## src/l2_pkg.sv

```systemverilog
package l2_pkg;

	// cache geometry, a 16-bit physical space with 16-byte lines
	localparam int addr_width     = 16;
	localparam int line_width     = 128;
	localparam int offset_width   = 4;  // byte within a line
	localparam int set_width      = 3;
	localparam int tag_width      = addr_width - set_width - offset_width;
	localparam int num_sets       = 1 << set_width;
	localparam int line_num_width = addr_width - offset_width;

	// the same address word seen by the arrays and by the next-line arithmetic
	typedef union packed {
		struct packed {
			logic [tag_width-1:0]    tag;
			logic [set_width-1:0]    set;
			logic [offset_width-1:0] offset;
		} fields;
		struct packed {
			logic [line_num_width-1:0] num;
			logic [offset_width-1:0]   offset;
		} line;
	} l2_addr_t;

	typedef logic [line_width-1:0] l2_line_t;

	// controller states
	typedef enum logic [2:0] {
		idle,
		hit_s,
		prefetch_s,       // install the buffered line
		prefetch_done_s,  // release the buffer
		write_back,
		allocate
	} l2_state_t;

endpackage : l2_pkg

```

## src/l2_tag_lookup.sv

```systemverilog
`timescale 1ns/100ps

module l2_tag_lookup (
	input  logic                         clk,
	input  logic                         arst_n,
	input  l2_pkg::l2_addr_t             mem_address,
	input  l2_pkg::l2_addr_t             pf_address,
	input  logic                         prefetch,
	input  logic                         sel_way_mux,
	input  logic                         mem_write,
	input  logic                         real_mem_resp,
	input  logic                         pmem_read,
	input  logic                         pmem_resp,
	output logic                         hit,
	output logic                         dirty,
	output logic                         hit_way,
	output logic                         victim_way,
	output logic [l2_pkg::tag_width-1:0] victim_tag,
	output logic                         pf_present,
	output logic                         pf_victim_dirty
);
	import l2_pkg::*;

	logic [tag_width-1:0]     tags [2][num_sets];
	logic [1:0][num_sets-1:0] valid;
	logic [1:0][num_sets-1:0] dirty_q;
	logic [num_sets-1:0]      lru;  // holds the way to evict next in each set

	l2_addr_t             addr;
	logic [set_width-1:0] set;
	logic [set_width-1:0] pf_set;
	logic [1:0]           match;
	logic [1:0]           pf_match;
	logic                 way_sel;
	logic                 fill;

	// the install cycle looks up the buffered line instead of the request
	assign addr   = prefetch ? pf_address : mem_address;
	assign set    = addr.fields.set;
	assign pf_set = pf_address.fields.set;

	always_comb begin
		for (int w = 0; w < 2; w++) begin
			match[w]    = valid[w][set] && (tags[w][set] == addr.fields.tag);
			pf_match[w] = valid[w][pf_set] && (tags[w][pf_set] == pf_address.fields.tag);
		end
	end

	assign hit             = |match;
	assign hit_way         = match[1];
	assign victim_way      = lru[set];
	assign victim_tag      = tags[victim_way][set];
	assign dirty           = valid[victim_way][set] & dirty_q[victim_way][set];
	assign pf_present      = |pf_match;
	assign pf_victim_dirty = valid[lru[pf_set]][pf_set] & dirty_q[lru[pf_set]][pf_set];

	assign way_sel = sel_way_mux ? victim_way : hit_way;
	assign fill    = prefetch | (sel_way_mux & pmem_read & pmem_resp);  // install or allocate

	always_ff @(posedge clk) begin
		if (fill)
			tags[way_sel][set] <= addr.fields.tag;
	end

	always_ff @(posedge clk or negedge arst_n) begin
		if (!arst_n) begin
			valid   <= '0;
			dirty_q <= '0;
			lru     <= '0;
		end else begin
			if (fill) begin
				valid[way_sel][set]   <= 1'b1;
				dirty_q[way_sel][set] <= 1'b0;  // a fresh line matches memory
			end
			// every answered hit makes the other way the victim
			if (real_mem_resp && hit) begin
				lru[set] <= ~hit_way;
				if (mem_write)
					dirty_q[hit_way][set] <= 1'b1;
			end
		end
	end

endmodule : l2_tag_lookup

```

## src/l2_cache_control.sv

```systemverilog
`timescale 1ns/100ps

module l2_cache_control (
	input  logic clk,
	input  logic arst_n,
	input  logic mem_read,
	input  logic mem_write,
	input  logic hit,
	input  logic dirty,
	input  logic pmem_resp,
	input  logic prefetch_ready,
	input  logic prefetch_busy,
	output logic sel_way_mux,
	output logic pmem_mux_sel,
	output logic ctl_pmem_read,
	output logic pmem_write,
	output logic real_mem_resp,
	output logic no_prefetch,
	output logic done_prefetch,
	output logic prefetch
);
	import l2_pkg::*;

	l2_state_t state;
	l2_state_t next_state;
	logic      req;

	assign req = mem_read | mem_write;

	// outputs depend on the state alone
	always_comb begin
		sel_way_mux   = 1'b0;
		pmem_mux_sel  = 1'b0;
		ctl_pmem_read = 1'b0;
		pmem_write    = 1'b0;
		real_mem_resp = 1'b0;
		no_prefetch   = 1'b0;
		done_prefetch = 1'b0;
		prefetch      = 1'b0;

		case (state)
			hit_s: begin
				real_mem_resp = 1'b1;
			end
			prefetch_s: begin
				sel_way_mux = 1'b1;  // buffer goes into the LRU way
				prefetch    = 1'b1;
			end
			prefetch_done_s: begin
				done_prefetch = 1'b1;
			end
			write_back: begin
				sel_way_mux  = 1'b1;
				pmem_mux_sel = 1'b1;  // address from the victim tag
				pmem_write   = 1'b1;
				no_prefetch  = 1'b1;
			end
			allocate: begin
				sel_way_mux   = 1'b1;
				ctl_pmem_read = 1'b1;
				no_prefetch   = 1'b1;
			end
			default: begin
			end
		endcase
	end

	always_comb begin
		next_state = state;

		unique case (state)
			idle, prefetch_done_s: begin
				// a waiting request wins, the buffer is installed only when the port is quiet
				if (hit && req)
					next_state = hit_s;
				else if (state == idle && prefetch_ready && !req)
					next_state = prefetch_s;
				else if (!prefetch_busy && !hit && req)
					next_state = dirty ? write_back : allocate;
				else
					next_state = idle;
			end

			hit_s: next_state = idle;

			prefetch_s: next_state = prefetch_done_s;

			write_back: begin
				if (!req)
					next_state = idle;      // request withdrawn
				else if (pmem_resp)
					next_state = allocate;
			end

			allocate: begin
				// back to idle so the filled line answers as a hit
				if (!req || pmem_resp)
					next_state = idle;
			end

			default: next_state = idle;
		endcase
	end

	always_ff @(posedge clk or negedge arst_n) begin
		if (!arst_n)
			state <= idle;
		else
			state <= next_state;
	end

endmodule : l2_cache_control

```

## src/l2_line_store.sv

```systemverilog
`timescale 1ns/100ps

module l2_line_store (
	input  logic                         clk,
	input  l2_pkg::l2_addr_t             mem_address,
	input  l2_pkg::l2_addr_t             pf_address,
	input  l2_pkg::l2_line_t             mem_wdata,
	input  l2_pkg::l2_line_t             pmem_rdata,
	input  l2_pkg::l2_line_t             pf_line,
	input  logic                         sel_way_mux,
	input  logic                         hit_way,
	input  logic                         victim_way,
	input  logic [l2_pkg::tag_width-1:0] victim_tag,
	input  logic                         pmem_mux_sel,
	input  logic                         prefetch,
	input  logic                         mem_write,
	input  logic                         real_mem_resp,
	input  logic                         ctl_pmem_read,
	input  logic                         pmem_resp,
	output l2_pkg::l2_line_t             mem_rdata,
	output l2_pkg::l2_addr_t             cache_pmem_address,
	output l2_pkg::l2_line_t             pmem_wdata
);
	import l2_pkg::*;

	l2_line_t             data [2][num_sets];
	l2_line_t             wdata;
	logic [set_width-1:0] set;
	logic                 way_sel;
	logic                 we;

	assign set     = prefetch ? pf_address.fields.set : mem_address.fields.set;
	assign way_sel = sel_way_mux ? victim_way : hit_way;

	// one write port, the three sources never coincide
	always_comb begin
		we    = 1'b0;
		wdata = pmem_rdata;
		if (prefetch) begin
			we    = 1'b1;
			wdata = pf_line;
		end else if (ctl_pmem_read && pmem_resp) begin
			we = 1'b1;  // allocate completes
		end else if (real_mem_resp && mem_write) begin
			we    = 1'b1;
			wdata = mem_wdata;
		end
	end

	always_ff @(posedge clk) begin
		if (we)
			data[way_sel][set] <= wdata;
	end

	assign mem_rdata  = data[hit_way][set];
	assign pmem_wdata = data[victim_way][set];  // only meaningful in write-back

	// memory always sees line aligned addresses
	always_comb begin
		cache_pmem_address               = mem_address;
		cache_pmem_address.fields.offset = '0;
		if (pmem_mux_sel)
			cache_pmem_address.fields.tag = victim_tag;
	end

endmodule : l2_line_store

```

## src/l2_next_line_prefetch.sv

```systemverilog
`timescale 1ns/100ps

module l2_next_line_prefetch (
	input  logic             clk,
	input  logic             arst_n,
	input  l2_pkg::l2_addr_t mem_address,
	input  l2_pkg::l2_addr_t cache_pmem_address,
	input  logic             ctl_pmem_read,
	input  logic             no_prefetch,
	input  l2_pkg::l2_line_t pmem_rdata,
	input  logic             pmem_resp,
	input  logic             pf_present,
	input  logic             pf_victim_dirty,
	input  logic             done_prefetch,
	output l2_pkg::l2_addr_t pf_address,
	output l2_pkg::l2_line_t pf_line,
	output logic             prefetch_busy,
	output logic             prefetch_ready,
	output logic             pmem_read,
	output l2_pkg::l2_addr_t pmem_address
);
	import l2_pkg::*;

	l2_addr_t next_line;
	logic     full;     // buffer holds a fetched line
	logic     start;
	logic     pf_done;
	logic     drop;

	// the demand read completing is the trigger, memory is free the next cycle
	assign start   = ctl_pmem_read & pmem_resp;
	assign pf_done = prefetch_busy & pmem_resp & ~no_prefetch;

	// a buffered line is useless once it is cached, and never forces a write-back
	assign drop           = full & (pf_present | pf_victim_dirty);
	assign prefetch_ready = full & ~pf_present & ~pf_victim_dirty;

	always_comb begin
		next_line          = '0;
		next_line.line.num = mem_address.line.num + 1'b1;  // wraps at the top of memory
	end

	always_ff @(posedge clk or negedge arst_n) begin
		if (!arst_n) begin
			prefetch_busy <= 1'b0;
			full          <= 1'b0;
			pf_address    <= '0;
		end else if (start) begin
			prefetch_busy <= 1'b1;
			full          <= 1'b0;  // a new target replaces whatever was held
			pf_address    <= next_line;
		end else if (pf_done) begin
			prefetch_busy <= 1'b0;
			full          <= 1'b1;
		end else if (done_prefetch || drop) begin
			full <= 1'b0;
		end
	end

	always_ff @(posedge clk) begin
		if (pf_done)
			pf_line <= pmem_rdata;
	end

	// controller and prefetcher never read at once, so a plain OR is safe
	assign pmem_read    = ctl_pmem_read | prefetch_busy;
	assign pmem_address = prefetch_busy ? pf_address : cache_pmem_address;

endmodule : l2_next_line_prefetch

```

## src/l2_cache.sv

```systemverilog
`timescale 1ns/100ps

module l2_cache (
	input  logic             clk,
	input  logic             arst_n,
	input  l2_pkg::l2_addr_t mem_address,
	input  logic             mem_read,
	input  logic             mem_write,
	input  l2_pkg::l2_line_t mem_wdata,
	output l2_pkg::l2_line_t mem_rdata,
	output logic             mem_resp,
	output l2_pkg::l2_addr_t pmem_address,
	output logic             pmem_read,
	output logic             pmem_write,
	output l2_pkg::l2_line_t pmem_wdata,
	input  l2_pkg::l2_line_t pmem_rdata,
	input  logic             pmem_resp
);
	import l2_pkg::*;

	logic                 hit;
	logic                 dirty;
	logic                 hit_way;
	logic                 victim_way;
	logic [tag_width-1:0] victim_tag;
	logic                 pf_present;
	logic                 pf_victim_dirty;
	logic                 sel_way_mux;
	logic                 pmem_mux_sel;
	logic                 ctl_pmem_read;
	logic                 no_prefetch;
	logic                 done_prefetch;
	logic                 prefetch;
	logic                 prefetch_ready;
	logic                 prefetch_busy;
	l2_addr_t             pf_address;
	l2_addr_t             cache_pmem_address;
	l2_line_t             pf_line;

	// mem_resp doubles as the controller's hit response to the arrays
	l2_tag_lookup lookup0 (
		.clk, .arst_n, .mem_address, .pf_address, .prefetch, .sel_way_mux, .mem_write,
		.real_mem_resp(mem_resp), .pmem_read, .pmem_resp, .hit, .dirty, .hit_way,
		.victim_way, .victim_tag, .pf_present, .pf_victim_dirty
	);

	l2_cache_control control0 (
		.clk, .arst_n, .mem_read, .mem_write, .hit, .dirty, .pmem_resp, .prefetch_ready,
		.prefetch_busy, .sel_way_mux, .pmem_mux_sel, .ctl_pmem_read, .pmem_write,
		.real_mem_resp(mem_resp), .no_prefetch, .done_prefetch, .prefetch
	);

	l2_line_store store0 (
		.clk, .mem_address, .pf_address, .mem_wdata, .pmem_rdata, .pf_line, .sel_way_mux,
		.hit_way, .victim_way, .victim_tag, .pmem_mux_sel, .prefetch, .mem_write,
		.real_mem_resp(mem_resp), .ctl_pmem_read, .pmem_resp, .mem_rdata,
		.cache_pmem_address, .pmem_wdata
	);

	// the prefetcher owns the shared read strobe and the address mux
	l2_next_line_prefetch prefetch0 (
		.clk, .arst_n, .mem_address, .cache_pmem_address, .ctl_pmem_read, .no_prefetch,
		.pmem_rdata, .pmem_resp, .pf_present, .pf_victim_dirty, .done_prefetch,
		.pf_address, .pf_line, .prefetch_busy, .prefetch_ready, .pmem_read, .pmem_address
	);

endmodule : l2_cache

```

## config.mk

```make
export PLATFORM = sky130hd
export DESIGN_NAME = l2_cache
export DESIGN_NICKNAME = d
export VERILOG_FILES = /design/src/l2_pkg.sv /design/src/l2_tag_lookup.sv /design/src/l2_cache_control.sv /design/src/l2_line_store.sv /design/src/l2_next_line_prefetch.sv /design/src/l2_cache.sv
export SDC_FILE = /design/constraint.sdc
export NUM_CORES = 2
export LEC_CHECK = 0
export BUFFER_PORTS_ARGS = -buffer_cell sky130_fd_sc_hd__buf_2
export CORE_MARGIN = 5
export CORE_UTILIZATION = 30
export CTS_BUF_LIST = sky130_fd_sc_hd__clkbuf_2
export DETAILED_ROUTE_END_ITERATION = 6
export GPL_TIMING_DRIVEN = 0
export MAX_ROUTING_LAYER = met4
export PLACE_DENSITY = 0.43
export SETUP_SLACK_MARGIN = 0.2
export SKIP_LAST_GASP = 1
export SLEW_MARGIN = 15
export SYNTH_ARGS = -nofsm -noshare
export SYNTH_HDL_FRONTEND = slang
export SYNTH_HIERARCHICAL = 1
export SYNTH_SLANG_ARGS = --single-unit
```

## constraint.sdc

```tcl
create_clock -name clk -period 11.7 [get_ports clk]
set_input_delay 1.17 -clock clk [delete_from_list [all_inputs] [get_ports clk]]
set_output_delay 1.17 -clock clk [all_outputs]
set_load 0.02 [all_outputs]
```

## Yosys cells after proc, flatten, opt, wreduce, memory -nomap -nowiden

Memory sizes are Yosys's and may differ from the RTL's.
Index checks and enable logic that the tools add are counted.

- Memory bits (writable): 2,192
- Output and inout port bits: 275
- Memories kept: 2
- Flip-flop bits (word level): 185
- Bits of input ports: 277
- Logic and storage cells: 192

Memories:

| memory | words | bits a word | rd ports | clocked after memory_dff | wr ports | RTL line | source |
|---|---|---|---|---|---|---|---|
| store0.data | 2 | 1,024 | 2 | 0 | 1 | l2_line_store.sv:26 | `l2_line_t data [2][num_sets];` |
| lookup0.tags | 2 | 72 | 3 | 0 | 1 | l2_tag_lookup.sv:24 | `logic [tag_width-1:0] tags [2][num_sets];` |

- $add $sub $neg: 1
- Muxes and demuxes: 98
- Eq/ne operators: 11
- $lt $le $gt $ge: 14
- Reduce and logical (&&, ||, !) cells: 31
- Bitwise gates (word level): 25

Operators by type and width:

| kind | number |
|---|---|
| two-way mux 1024 bit | 1 |
| two-way mux 128 bit | 8 |
| binary-select mux 128 bit (select 3 bit) | 2 |
| demux 128 bit (select 3 bit) | 1 |
| binary-select mux 9 bit (select 3 bit) | 5 |
| two-way mux 9 bit | 12 |
| two-way mux 16 bit | 5 |
| two-way mux 8 bit | 10 |
| two-way mux 72 bit | 1 |
| equality test 9 bit | 4 |
| OR 16 bit | 2 |
| binary-select mux 1 bit (select 3 bit) | 10 |
| two-way mux 1 bit | 30 |
| demux 9 bit (select 3 bit) | 1 |
| two-way mux 3 bit | 7 |
| logical AND 1 bit | 17 |
| AND 16 bit | 1 |
| demux 8 bit (select 1 bit) | 2 |
| inverter 16 bit | 1 |
| adder 12 x 1 -> 12 bit (second input constant) | 1 |
| greater-or-equal comparator 4 bit (second input constant) | 3 |
| inverter 3 -> 4 bit | 3 |
| one-hot mux 3 bit (4 select lines) | 1 |
| AND 1 bit | 10 |
| 22 further kinds | 42 |

## Longest topological paths before layout

- Depth after elaboration: 20
- Depth in mapped cells: 21
- Depth with buffers taken out: 15

## By module

Netlist, hierarchy kept.

Modules (own cells, without submodules):

| module | times used | cells each | area each (µm²) | sequential area each (µm²) |
|---|---|---|---|---|
| l2_line_store | 1 | 5,450 | 89,593.4 | 61,499.0 |
| l2_tag_lookup | 1 | 878 | 10,933.0 | 5,325.1 |
| l2_next_line_prefetch | 1 | 230 | 4,772.1 | 4,194.0 |
| l2_cache_control | 1 | 29 | 237.7 | 75.1 |

## Least setup slack after synthesis

OpenSTA, ideal clock, no wires.

- Path type: input -> register
- From: input mem_address[5] (netlist name)
- To: memory store0/data[1][0] (netlist name) (enable)
- Data required time: 11.083 ns
- Path buffers: 4
- Stages: 15
- Library setup time: 0.617 ns
- Data arrival time: 9.406 ns
- Path slack: 1.677 ns
- Cell sequence: buf_2 inv_1 o32ai_2 a32oi_1 and3_1 or4_1 nor4_4 and2_1 buf_2 inv_1 clkbuf_1 clkbuf_1 o21ai_0 nand2_1 nor2_1

- Word-level cells in the longest chain between the ends: 8
- Elaborated cells on any way between the ends: 20
- Those cells by class: order compare: 2; eq/ne: 1; mux: 13; bitwise: 2; reduce/logical: 2

Ends and longest elaborated chain:

| item | RTL line | source |
|---|---|---|
| start, declared | l2_cache.sv:6 | `input l2_pkg::l2_addr_t mem_address,` |
| two-way mux 16 bit (*) | l2_tag_lookup.sv:38 | `assign addr = prefetch ? pf_address : mem_address;` |
| inverter 3 -> 4 bit (not written as such) | l2_tag_lookup.sv:44 | `match[w] = valid[w][set] && (tags[w][set] == addr.fields.tag);` |
| binary-select mux 9 bit (select 3 bit) | l2_tag_lookup.sv:44 |  |
| two-way mux 9 bit (not written as such) (2 in series) | l2_tag_lookup.sv:44 |  |
| equality test 9 bit | l2_tag_lookup.sv:44 |  |
| logical AND 1 bit (*) | l2_tag_lookup.sv:44 |  |
| via hit_way | l2_cache.sv:23 | `logic hit_way;` |
| two-way mux 1 bit (*) | l2_line_store.sv:33 | `assign way_sel = sel_way_mux ? victim_way : hit_way;` |
| end, declared | l2_line_store.sv:26 |  |

The timed path passes the listed nets; every way through them passes the cells marked *. The select of a mux whose other input is x is not followed.

## Worst setup path after layout

- From: register control0.state[2]
- To: output mem_rdata[3]

- Word-level cells in the longest chain between the ends: 13
- Elaborated cells on any way between the ends: 17
- Those cells by class: eq/ne: 2; mux: 11; bitwise: 2; reduce/logical: 1; memory: 1

Ends and longest elaborated chain:

| item | RTL line | source |
|---|---|---|
| start, declared | l2_cache_control.sv:24 | `l2_state_t state;` |
| start signal, assigned | l2_cache_control.sv:107 | `state <= idle;` |
| start signal, assigned | l2_cache_control.sv:109 | `state <= next_state;` |
| equality test 3 x 2 -> 1 bit (*) | l2_cache_control.sv:41 | `case (state)` |
| two-way mux 1 bit (*) | l2_cache_control.sv:41 |  |
| via prefetch | l2_cache.sv:33 | `logic prefetch;` |
| two-way mux 16 bit (*) | l2_tag_lookup.sv:38 |  |
| inverter 3 -> 4 bit (not written as such) | l2_tag_lookup.sv:44 |  |
| binary-select mux 9 bit (select 3 bit) | l2_tag_lookup.sv:44 |  |
| two-way mux 9 bit (not written as such) (2 in series) | l2_tag_lookup.sv:44 |  |
| equality test 9 bit | l2_tag_lookup.sv:44 |  |
| logical AND 1 bit (*) | l2_tag_lookup.sv:44 |  |
| via hit_way | l2_cache.sv:23 |  |
| memory (2 x 1024 bit) (*) | - |  |
| binary-select mux 128 bit (select 3 bit) (*) | l2_line_store.sv:55 | `assign mem_rdata = data[hit_way][set];` |
| two-way mux 128 bit (not written as such) (*) (2 in series) | l2_line_store.sv:55 |  |
| end, declared | l2_cache.sv:10 | `output l2_pkg::l2_line_t mem_rdata,` |

Marks and branches as above.

==> impl_metrics.py <==
metrics = {
    "drt": {
        "wirelength_mm": 565,
        "vias": 80165,
        "route.met2.wl_mm": 253,
        "vias_per_cell": 5.81,
        "postRouteAntennaNets": 0,
        "wl_met3_mm": 55.6,
        "met1_length_mm": 215,
        "drt-pass1-iter-count": 7,
        "drt_iter0_markers": 11734,
        "routedWlPerCell_um": 41.0,
        "highest_layer": "met4",
        "drc": 1,
    },
    "global_routing": {
        "grt_antenna_before_repair": 76,
        "overflow": 0,
        "grt_pass1_vias": 77965,
        "grt_max_degree": 67,
        "grt_pass1_wl_mm": 729,
        "grt.total_usage_pct": 30.9,
    },
    "outcome": {
        "violations": "DRC",
        "status": "finished with violations",
    },
    "logic_synthesis": {
        "syn-cell-area_mm2": 0.106,
        "yosys_warnings": 6,
        "syn_avg_cell_area_um2": 16.0,
        "synthesis.instances": 6582,
    },
    "final_layout": {
        "layout.cells.non_filler": 13796,
        "drive_above_1_share_pct": 30.6,
        "postLayoutCoreUtil_pct": 37.8,
        "area_growth_pct": 25.5,
        "num-nets-final": 8947,
        "fillers": 33256,
        "multi_input_area_mm2": 0.0324,
        "final_area_mm2": 0.132,
        "regArea_mm2": 0.0711,
    },
    "clocking": {
        "clock_path_buffers": 4,
        "cts.sinks": 2377,
        "clk_root_buffer_cell": "clkbuf_2",
        "cts_htree_levels": 6,
        "clock_latency_ns": 2.26,
        "clkTransAtPathRegs_ns": 0.10,
        "cts_inserted_buffers": 664,
        "postCtsSetupRepairBufs": 0,
        "cts_tree": "yes",
    },
    "floorplanning": {
        "start_util_pct": 30.1,
        "boundaryPins": 552,
        "die_h_um": 603,
        "core-area_mm2": 0.350,
        "die_w_um": 603,
        "rows": 217,
        "design.die.area_mm2": 0.364,
    },
    "hold_path": {
        "hold-path-cell-count": 3,
        "min-delay-start": "pmem_rdata[122]",
        "hp-class": "input port to register",
        "min_to": "prefetch0/pf_line[122]",
    },
    "pwr": {
        "power_mw": 20.8,
        "irDropWorstVdd_uv": 84.6,
        "power_density_mw_per_mm2": 157,
        "power.leakage_nw": 49.2,
    },
    "timing": {
        "slew_violations": 0,
        "fin_skew_ns": 0.237,
        "finalSetupTns_ns": 0,
        "worst_pin_slew_ns": 1.35,
        "finalSetupViolations": 0,
        "period_minus_slack_ns": 11.42,
        "layout_worst_path_cycle_share_pct": 97.6,
        "slew_headroom_pct": 10.3,
        "hold_viol_final": 0,
        "finalHoldWorstSlack_ns": 0.264,
        "rsz0062_at_grt": "no",
        "setup_ws_ns": 0.279,
        "clock.fmax_mhz": 87.6,
    },
    "placement": {
        "hpwl_mm": 397,
        "numPortBuffers": 543,
        "postPlaceCellArea_mm2": 0.121,
        "pre_cts_slack_ns": 1.21,
        "gp_congestion": 0.929,
        "dp_cells": 12041,
    },
    "worst_setup_path": {
        "crit_required_ns": 10.53,
        "ff2ff_setup_slack_ns": 3.03,
        "r2r_end": "store0/data[1][376]",
        "cp_data_arrival_time_ns": 10.25,
        "worstPathMaxFanout": 10,
        "r2r-start": "control0/state[2]",
        "start_kind": "register",
        "crit_path_end_kind": "output port",
        "critPathKind": "register to output port",
        "r2r_cells": 23,
    },
    "flow_run": {
        "drv_cap": 0,
    },
}
==> layer usage <==
| layer | vias up | global-route usage, % |
|---|---|---|
| met1 | 41842 | 38.0 |
| met3 | 1330 | 6.95 |
| met5 | - | - |
| met4 | 0 | 19.1 |
| li1 | 31449 | - |
| met2 | 5544 | 46.3 |
==> flip-flops by register name, indices dropped and copies added, names as in the netlist <==
register / cells
prefetch0/full: 1
lookup0/valid: 16
prefetch0/pf_address: 12
lookup0/tags: 144
store0/data: 2048
prefetch0/pf_line: 128
prefetch0/prefetch_busy: 1
lookup0/lru: 8
control0/state: 3
lookup0/dirty_q: 16
==> worst max-delay path, stage by stage (launching register included) <==
cell and delay, ns:
dfrtp_1 0.45, or2b_1 0.27, nor2_2 0.49, buf_6 0.25, mux2_4 0.37, buf_6 0.18
buf_6 0.18, buf_8 0.17, mux2i_1 0.13, o221ai_1 0.43, o21ai_0 0.26, nor4_4 0.54
and2_1 0.27, buf_4 0.38, inv_1 0.13, o21ai_0 0.28, clkbuf_1 0.49, buf_6 0.28
clkbuf_2 0.61, clkbuf_2 0.77, o221ai_1 0.73, buf_2 0.38
==> what timing repair did <==
item,CTS,global route
pin swaps,0,0
hold endpoints to repair,2474,0
gates resized for setup,27,2
setup endpoints to repair,117,12
hold buffers,562,0
==> worst max path at each step <==
stage	start	to	slack (ns)	cells after the start
6_report	control0/state[2]	mem_rdata[3]	0.28	21
5_1_grt	control0/state[2]	mem_rdata[3]	0.18	20
4_1_cts	control0/state[2]	mem_rdata[100]	0.20	22
3_5_place_dp	mem_address[5]	mem_rdata[34]	1.21	18
3_3_place_gp	mem_address[5]	store0/data[0][758]	-11.81	17
2_1_floorplan	mem_address[5]	store0/data[1][0]	1.68	15
==> where the power goes <==
part	switching, mW	total [mW]	internal, mW
Sequential	0.160	10.1	9.93
Combinational	3.04	4.46	1.42
Clock	3.77	6.22	2.44
Total	6.97	20.8	13.8
==> area by class of cell <==
class / instances / area share [%]
antenna: 58 / 0.110
multi-input combinational: 3698 / 24.5
buffer: 473 / 1.95
sequential: 2377 / 53.7
inverter: 36 / 0.108
tap: 4599 / 4.35
timing repair buffer: 1419 / 10.9
clock buffer: 977 / 3.69
clock inverter: 159 / 0.735
==> cell usage in the layout (no fill, tap or decap), types with 32 or more instances in the layout <==
| cell | instances |
|---|---|
| buf_12 | 121 |
| mux2_2 | 35 |
| o21ai_2 | 56 |
| clkbuf_2 | 1089 |
| dfrtp_1 | 57 |
| a22o_1 | 63 |
| clkbuf_1 | 60 |
| clkinv_1 | 99 |
| nor2_1 | 107 |
| diode_2 | 58 |
| a211o_1 | 57 |
| o21ai_1 | 81 |
| mux4_2 | 340 |
| or3_1 | 47 |
| o22a_1 | 46 |
| dlygate4sd3_1 | 561 |
| nand2_1 | 561 |
| o221ai_1 | 100 |
| o21ai_0 | 37 |
| o22ai_1 | 419 |
| buf_16 | 97 |
| inv_1 | 34 |
| edfxtp_1 | 2320 |
| nand3_1 | 64 |
| buf_6 | 32 |
| buf_2 | 740 |
| a21oi_1 | 135 |
| nor3_1 | 47 |
| mux2i_1 | 1051 |
| o211ai_1 | 35 |
| buf_4 | 104 |
No activity file was read; power rests on OpenSTA's default activity.
